<file path="src/common/cnn_pkg.sv">
`default_nettype none

// constants shared by the datapath layers and the testbench reference model
package cnn_pkg;

    // every stream between layers carries signed samples of this width
    localparam int DATA_W = 16;

    localparam int NUM_TAPS = 3; // convolution window length
    localparam int FILL_W = $clog2(NUM_TAPS); // width of the window fill counter

    // three 16-bit samples times the small weights below stay well inside 24 bits
    localparam int ACC_W = 24;

    // tap weights, w0 multiplies the newest sample and w2 the oldest
    localparam logic signed [ACC_W-1:0] CONV_W0 = ACC_W'(3);
    localparam logic signed [ACC_W-1:0] CONV_W1 = ACC_W'(-2);
    localparam logic signed [ACC_W-1:0] CONV_W2 = ACC_W'(5);

    localparam int CONV_SHIFT = 2; // arithmetic right shift before saturation

    // saturation limits of a signed sample
    localparam logic signed [DATA_W-1:0] DATA_MAX = 16'sh7fff;
    localparam logic signed [DATA_W-1:0] DATA_MIN = 16'sh8000;

endpackage

`default_nettype wire

</file>
<file path="src/verilog/double_fifo.sv">
`timescale 1ns/1ns
`default_nettype none

// two-entry first-word-fall-through FIFO used at each layer boundary
// the head word is always visible on data_o while empty_o is low
// a write into a full FIFO is accepted only in a cycle where it is also read
module double_fifo #(
    parameter int WORD_SIZE = 16
) (
    input  wire logic                 clk_i,
    input  wire logic                 reset_i,
    input  wire logic                 wen_i,
    input  wire logic                 ren_i,
    input  wire logic [WORD_SIZE-1:0] data_i,

    output logic                      full_o,
    output logic                      empty_o,
    output logic [WORD_SIZE-1:0]      data_o
);

    // occupancy bit 0 marks the output word, bit 1 the middle word
    logic [1:0] occ_q;
    logic [1:0] occ_d;

    logic [WORD_SIZE-1:0] mid_q; // second entry, waits behind data_o
    logic [WORD_SIZE-1:0] mid_d;
    logic [WORD_SIZE-1:0] out_d;

    always_ff @(posedge clk_i) begin
        if (reset_i) begin
            occ_q <= 2'b00;
        end else begin
            occ_q <= occ_d;
        end
    end

    // next state and next contents of both words
    always_comb begin
        occ_d = occ_q;
        out_d = data_o;
        mid_d = mid_q;
        case (occ_q)
            2'b00: begin
                // a read is meaningless here, only a write changes anything
                if (wen_i) begin
                    occ_d = 2'b01;
                    out_d = data_i;
                end
            end
            2'b11: begin
                if (ren_i) begin
                    out_d = mid_q; // middle word moves to the head
                    if (wen_i) begin
                        mid_d = data_i;
                    end else begin
                        occ_d = 2'b01;
                    end
                end
            end
            default: begin
                // one word held, 2'b10 cannot be reached and falls back to this case
                occ_d = 2'b01;
                if (wen_i && ren_i) begin
                    out_d = data_i; // head is replaced by the incoming word
                end else if (wen_i) begin
                    occ_d = 2'b11;
                    mid_d = data_i;
                end else if (ren_i) begin
                    occ_d = 2'b00;
                end
            end
        endcase
    end

    always_ff @(posedge clk_i) begin
        data_o <= out_d;
        mid_q  <= mid_d;
    end

    // full drops in the same cycle as a read so the writer can refill at once
    assign full_o  = (occ_q == 2'b11) && !ren_i;
    assign empty_o = (occ_q == 2'b00);

endmodule

`default_nettype wire

</file>
<file path="src/conv/conv1d_layer.sv">
`timescale 1ns/1ns
`default_nettype none

// three-tap 1D convolution over a continuous sample stream
// the first NUM_TAPS-1 samples only fill the window and produce no result
module conv1d_layer
    import cnn_pkg::*;
(
    input  wire logic              clk_i,
    input  wire logic              reset_i,

    input  wire logic              src_empty_i,
    output logic                   src_ren_o,
    input  wire logic [DATA_W-1:0] src_data_i,

    input  wire logic              dst_full_i,
    output logic                   dst_wen_o,
    output logic [DATA_W-1:0]      dst_data_o
);

    // window_q[0] is the sample popped last, higher indices are older
    logic signed [DATA_W-1:0] window_q [NUM_TAPS-1];
    logic signed [DATA_W-1:0] taps [NUM_TAPS]; // incoming sample plus the window

    logic [FILL_W-1:0] fill_q; // saturates once the window is complete

    logic              valid_q; // output register holds a result not yet written
    logic [DATA_W-1:0] data_q;

    logic                    pop;
    logic                    load;
    logic signed [ACC_W-1:0] sum;
    logic signed [ACC_W-1:0] shifted;
    logic signed [DATA_W-1:0] sat;

    // the output register is free when empty or drained in this cycle
    assign dst_wen_o = valid_q && !dst_full_i;
    assign pop       = !src_empty_i && (!valid_q || !dst_full_i);
    assign src_ren_o = pop;

    // a pop with a filled window yields a result on the same edge
    assign load = pop && (fill_q >= NUM_TAPS - 1);

    always_comb begin
        taps[0] = src_data_i;
        for (int i = 1; i < NUM_TAPS; i++) begin
            taps[i] = window_q[i-1];
        end
    end

    // weighted sum in the wide accumulator, sign extended before the multiply
    always_comb begin
        sum = ACC_W'(taps[0]) * CONV_W0
            + ACC_W'(taps[1]) * CONV_W1
            + ACC_W'(taps[2]) * CONV_W2;
        shifted = sum >>> CONV_SHIFT;
    end

    // clamp to the signed sample range
    always_comb begin
        if (shifted > ACC_W'(DATA_MAX)) begin
            sat = DATA_MAX;
        end else if (shifted < ACC_W'(DATA_MIN)) begin
            sat = DATA_MIN;
        end else begin
            sat = shifted[DATA_W-1:0];
        end
    end

    always_ff @(posedge clk_i) begin
        if (reset_i) begin
            fill_q <= '0;
        end else if (pop && (fill_q < NUM_TAPS - 1)) begin
            fill_q <= fill_q + 1'b1;
        end
    end

    // window shifts by one sample on every pop
    always_ff @(posedge clk_i) begin
        if (pop) begin
            window_q[0] <= src_data_i;
            for (int i = 1; i < NUM_TAPS - 1; i++) begin
                window_q[i] <= window_q[i-1];
            end
        end
    end

    always_ff @(posedge clk_i) begin
        if (reset_i) begin
            valid_q <= 1'b0;
        end else if (load) begin
            valid_q <= 1'b1; // a new result replaces one being written
        end else if (dst_wen_o) begin
            valid_q <= 1'b0;
        end
    end

    always_ff @(posedge clk_i) begin
        if (load) begin
            data_q <= sat;
        end
    end

    assign dst_data_o = data_q;

endmodule

`default_nettype wire

</file>
<file path="src/pool/relu_pool_layer.sv">
`timescale 1ns/1ns
`default_nettype none

// ReLU followed by max pooling over consecutive pairs of samples
// one result leaves for every two samples taken in
module relu_pool_layer
    import cnn_pkg::*;
(
    input  wire logic              clk_i,
    input  wire logic              reset_i,

    input  wire logic              src_empty_i,
    output logic                   src_ren_o,
    input  wire logic [DATA_W-1:0] src_data_i,

    input  wire logic              dst_full_i,
    output logic                   dst_wen_o,
    output logic [DATA_W-1:0]      dst_data_o
);

    logic              half_q;  // first value of the current pair is held
    logic [DATA_W-1:0] first_q; // clamped first value of the pair

    logic              valid_q;
    logic [DATA_W-1:0] data_q;

    logic              pop;
    logic              load;
    logic [DATA_W-1:0] relu;
    logic [DATA_W-1:0] pair_max;

    assign dst_wen_o = valid_q && !dst_full_i;
    assign pop       = !src_empty_i && (!valid_q || !dst_full_i);
    assign src_ren_o = pop;
    assign load      = pop && half_q; // second value of the pair completes it

    // negative samples clamp to zero, so both operands of the max are non-negative
    assign relu     = src_data_i[DATA_W-1] ? '0 : src_data_i;
    assign pair_max = (relu > first_q) ? relu : first_q;

    always_ff @(posedge clk_i) begin
        if (reset_i) begin
            half_q <= 1'b0;
        end else if (pop) begin
            half_q <= !half_q;
        end
    end

    always_ff @(posedge clk_i) begin
        if (pop && !half_q) begin
            first_q <= relu;
        end
    end

    always_ff @(posedge clk_i) begin
        if (reset_i) begin
            valid_q <= 1'b0;
        end else if (load) begin
            valid_q <= 1'b1;
        end else if (dst_wen_o) begin
            valid_q <= 1'b0;
        end
    end

    always_ff @(posedge clk_i) begin
        if (load) begin
            data_q <= pair_max;
        end
    end

    assign dst_data_o = data_q;

endmodule

`default_nettype wire

</file>
<file path="src/verilog/cnn_stream_top.sv">
`timescale 1ns/1ns
`default_nettype none

// streaming datapath: input FIFO, convolution, middle FIFO, pooling, output FIFO
module cnn_stream_top
    import cnn_pkg::*;
(
    input  wire logic              clk_i,
    input  wire logic              reset_i,

    input  wire logic              in_wen_i,
    input  wire logic [DATA_W-1:0] in_data_i,
    output logic                   in_full_o,

    input  wire logic              out_ren_i,
    output logic                   out_empty_o,
    output logic [DATA_W-1:0]      out_data_o
);

    // input FIFO to convolution
    logic              in_empty;
    logic              in_ren;
    logic [DATA_W-1:0] in_head;

    // convolution to middle FIFO and on to pooling
    logic              mid_wen;
    logic [DATA_W-1:0] mid_data;
    logic              mid_full;
    logic              mid_empty;
    logic              mid_ren;
    logic [DATA_W-1:0] mid_head;

    // pooling to output FIFO
    logic              out_wen;
    logic [DATA_W-1:0] out_data;
    logic              out_full;

    double_fifo #(.WORD_SIZE(DATA_W)) fifo_in (
        .clk_i   (clk_i),     .reset_i (reset_i),
        .wen_i   (in_wen_i),  .ren_i   (in_ren),
        .data_i  (in_data_i), .full_o  (in_full_o),
        .empty_o (in_empty),  .data_o  (in_head)
    );

    conv1d_layer conv (
        .clk_i       (clk_i),    .reset_i    (reset_i),
        .src_empty_i (in_empty), .src_ren_o  (in_ren),    .src_data_i (in_head),
        .dst_full_i  (mid_full), .dst_wen_o  (mid_wen),   .dst_data_o (mid_data)
    );

    double_fifo #(.WORD_SIZE(DATA_W)) fifo_mid (
        .clk_i   (clk_i),     .reset_i (reset_i),
        .wen_i   (mid_wen),   .ren_i   (mid_ren),
        .data_i  (mid_data),  .full_o  (mid_full),
        .empty_o (mid_empty), .data_o  (mid_head)
    );

    relu_pool_layer pool (
        .clk_i       (clk_i),     .reset_i    (reset_i),
        .src_empty_i (mid_empty), .src_ren_o  (mid_ren),  .src_data_i (mid_head),
        .dst_full_i  (out_full),  .dst_wen_o  (out_wen),  .dst_data_o (out_data)
    );

    double_fifo #(.WORD_SIZE(DATA_W)) fifo_out (
        .clk_i   (clk_i),       .reset_i (reset_i),
        .wen_i   (out_wen),     .ren_i   (out_ren_i),
        .data_i  (out_data),    .full_o  (out_full),
        .empty_o (out_empty_o), .data_o  (out_data_o)
    );

endmodule

`default_nettype wire

</file>
<file path="config.mk">
export PLATFORM = sky130hd
export DESIGN_NAME = cnn_stream_top
export DESIGN_NICKNAME = d
export VERILOG_FILES = /design/src/common/cnn_pkg.sv /design/src/verilog/double_fifo.sv /design/src/conv/conv1d_layer.sv /design/src/pool/relu_pool_layer.sv /design/src/verilog/cnn_stream_top.sv
export SDC_FILE = /design/constraint.sdc
export NUM_CORES = 1
export LEC_CHECK = 0
export ABC_AREA = 1
export BUFFER_PORTS_ARGS = -buffer_cell sky130_fd_sc_hd__buf_2
export CORE_ASPECT_RATIO = 1.1
export CORE_UTILIZATION = 47
export CTS_CLUSTER_DIAMETER = 200
export DETAILED_ROUTE_END_ITERATION = 16
export GPL_TIMING_DRIVEN = 1
export PLACE_DENSITY = 0.7
export SLEW_MARGIN = 30
export SYNTH_ARGS = -nofsm -noshare
export SYNTH_HDL_FRONTEND = slang
export SYNTH_SLANG_ARGS = --single-unit
</file>
<file path="constraint.sdc">
create_clock -name clk_i -period 7.2 [get_ports clk_i]
set_clock_uncertainty 0.2 [all_clocks]
set_input_delay 0.72 -clock clk_i [delete_from_list [all_inputs] [get_ports clk_i]]
set_output_delay 0.72 -clock clk_i [all_outputs]
set_load 0.1 [all_outputs]
</file>
==> impl_metrics.ini <==
[hold_path]
hp-start = conv.dst_data_o[0]
worstHoldPathCells = 0
hold_path.class = flip-flop to flip-flop
min_to = fifo_mid.mid_q[0]

[clock_network]
clock_latency_ns = 0.44
cts_tree = yes
cts_hold_buf = 0
numCtsBuffers = 17
post_cts_buffers = 0
clkSlewWorstSetupHoldPaths_ns = 0.08
h-tree-depth = 4
clock-sinks = 183
cts_resized = 0
cts_buffer_depth = 2
ctsRootBufferMaster = clkbuf_16

[timing]
period_share = 0.856
tightestPinTransition_ns = 0.710
setup_viol = 0
period_minus_slack_ns = 6.16
final_hold_viol_count = 0
timing.setup.tns_ns = 0
slew_headroom = 0.526
rsz0062_at_grt = false
fmax_mhz = 162
maxSlewViolCount = 0

[routing]
drt_wl_total_um = 19400
via_count = 7648
drtPass1Iterations = 7
drc = 0
wl_per_cell_um = 12.2
vias_per_cell = 4.79
ant_nets = 0
drt_iter0_drc = 287

[synth]
synth_edf_count = 172
synth_fa_ha_area_frac = 0.180
async_flop_share = 0
yosys.area.top_type_share = 0.450
syn_nets = 1389
synthMuxAreaShare = 0
syn_area_sq_um = 11500
synth_top_family_by_area = simple AND/OR/NAND/NOR gates
yosysWarnings = 0
synth_area_per_cell_sq_um = 9.33
synth-seq-cells = 183
synth_top_cell_by_area = edfxtp_1
syn_inst = 1230
yosys.area_share.simple = 0.181
yosys.area_share.xor_xnor = 0.0290
netlist_top_cells_count = nand2_1, inv_1, edfxtp_1
netlist_top_cells_area = edfxtp_1, nand2_1, ha_1
synth_ff_type = edfxtp_1
yosysUniqueCellTypes = 48
synthMostInstantiatedCell = nand2_1
seq_area_frac_synth = 0.469
synth_compound_area_frac = 0.0479

[global_routing]
grt_pass1_wl_um = 33800
grt_pass1_vias = 7593
grt_util_all_layers = 0.169
antenna_found_initial = 0
gr-total-overflow = 0
grt_max_degree = 33

[floorplan]
die_area_sq_um = 25000
start_util = 0.481
ios = 38
die_x_um = 151
die_height_um = 166
fp-row-count = 59
core_area_sq_um = 23800

[setup_path]
cp_common_cell = nand2_1
reg2reg_depth = 29
reg2reg_slack_ns = 1.04
endpoint_kind = flip-flop
cp.arrival_ns = 6.15
rr_startpoint = fifo_in.data_o[3]
reg2reg_to = conv.dst_data_o[0]
critPathSlowestCell = fa_1
cp-start-kind = flip-flop
crit_fanout = 15
slowest_delay_ns = 0.52
required_ns = 7.18
critPathKind = flip-flop to flip-flop

[placement]
place.port_buffers = 36
hpwl_um = 15500
dp_cells = 1563
gp_congestion = 0.910

[cells_and_area]
ff_latch_area_sq_um = 5390
diodes = 0
nNetsFinal = 1436
multi_input_comb_area_sq_um = 5040
nFillCells = 2108
drive_gt1_frac = 0.0884
syn_to_final_growth_pct = 10.1
finalNonFillerCells = 1595

[run]
drv_cap = 0

[run_status]
outcome = finished, final reports clean
==> routing by layer <==
layer / GRT usage / part of all wire / up-vias
li1: - / - / 3995
met1: 0.188 / 0.41 / 3519
met2: 0.318 / 0.55 / 108
met3: 0.0343 / 0.024 / 26
met4: 0.0526 / 0.020 / 0
met5: 0 / 0 / -
==> cell usage in the layout, fill, tap and decap left out, types with 2 or more instances in the layout <==
cell / n
a21oi_1: 42
nor3_1: 9
inv_1: 253
inv_6: 2
a221oi_1: 2
dfxtp_1: 11
clkinv_8: 5
or2_0: 2
clkinv_1: 2
clkinv_4: 3
nor2_2: 7
nand2_2: 16
nand2_4: 3
nand4_1: 6
o21a_1: 3
buf_2: 36
and3_1: 2
or2_2: 2
and2_1: 3
clkbuf_16: 17
inv_2: 3
xor2_1: 28
nand3_1: 30
buf_4: 8
xnor2_1: 10
o21bai_1: 5
edfxtp_1: 172
inv_8: 2
nor2_4: 2
a31oi_1: 4
nor2_1: 63
fa_1: 44
nand3b_1: 3
nand2_1: 343
ha_1: 95
o21ai_0: 34
==> per-stage QoR <==
stage	utilization	hold WS, ns	setup slack, ns	cell area (sq um)
final	0.530	0.252	1.04	12600
after global routing	0.530	0.252	0.669	12600
after CTS	0.530	0.253	1.03	12600
after detailed placement	0.504	0.233	1.09	12000
after global placement	0.504	0.231	1.21	12000
after floorplan	-	0.226	1.83	11500
==> how the worst max path moves through the flow <==
| stage | slack [ns] | cells past startpoint | endpoint | startpoint |
|---|---|---|---|---|
| after floorplan | 1.83 | 31 | conv.dst_data_o[10] | fifo_in.data_o[3] |
| after global placement | 1.21 | 29 | conv.dst_data_o[0] | fifo_in.data_o[3] |
| after detailed placement | 1.09 | 29 | conv.dst_data_o[0] | fifo_in.data_o[3] |
| after CTS | 1.03 | 29 | conv.dst_data_o[0] | fifo_in.data_o[3] |
| after global routing | 0.67 | 29 | conv.dst_data_o[0] | fifo_in.data_o[3] |
| final | 1.04 | 29 | conv.dst_data_o[0] | fifo_in.data_o[3] |
==> cell type report <==
cell class | instances | share of cell area
inverters | 259 | 0.0771
clock buffers | 17 | 0.0337
well taps | 305 | 0.0302
repair buffers | 44 | 0.0190
multi-input cells | 772 | 0.399
clock inverters | 15 | 0.0151
flip-flops and latches | 183 | 0.426
==> worst max-delay path, delay by kind of cell, from the launching register on <==
family | cells | cell delay (ns)
fa+ha+maj | 6 | 2.30
compound gates | 6 | 1.48
simple gates | 12 | 1.19
flops | 1 | 0.43
buf+inv | 4 | 0.17
xor+xnor | 1 | 0.11
==> kinds of logic (layout without fill, tap and decap cells) <==
| kind of cell | Yosys count | in the layout |
|---|---|---|
| AOI/OAI and AO/OA | 99 | 99 |
| xor gates and xnor gates | 38 | 38 |
| adders and majority gates | 139 | 139 |
| buffers and inverters | 275 | 335 |
| DFF | 183 | 183 |
| other | 1 | 1 |
| and+or+nand+nor | 495 | 495 |
==> flip-flops by register name, summed over array words and instances, names as in the netlist, 15 cells and up <==
name	count
pool.dst_data_o	15
fifo_mid.data_o	16
fifo_mid.mid_q	16
fifo_out.mid_q	15
fifo_in.mid_q	16
fifo_out.data_o	15
conv.window_q	32
pool.first_q	15
fifo_in.data_o	16
conv.dst_data_o	16
Power is not shown: default switching activity piles up to over one toggle a cycle in this logic, so the estimate is an artifact.
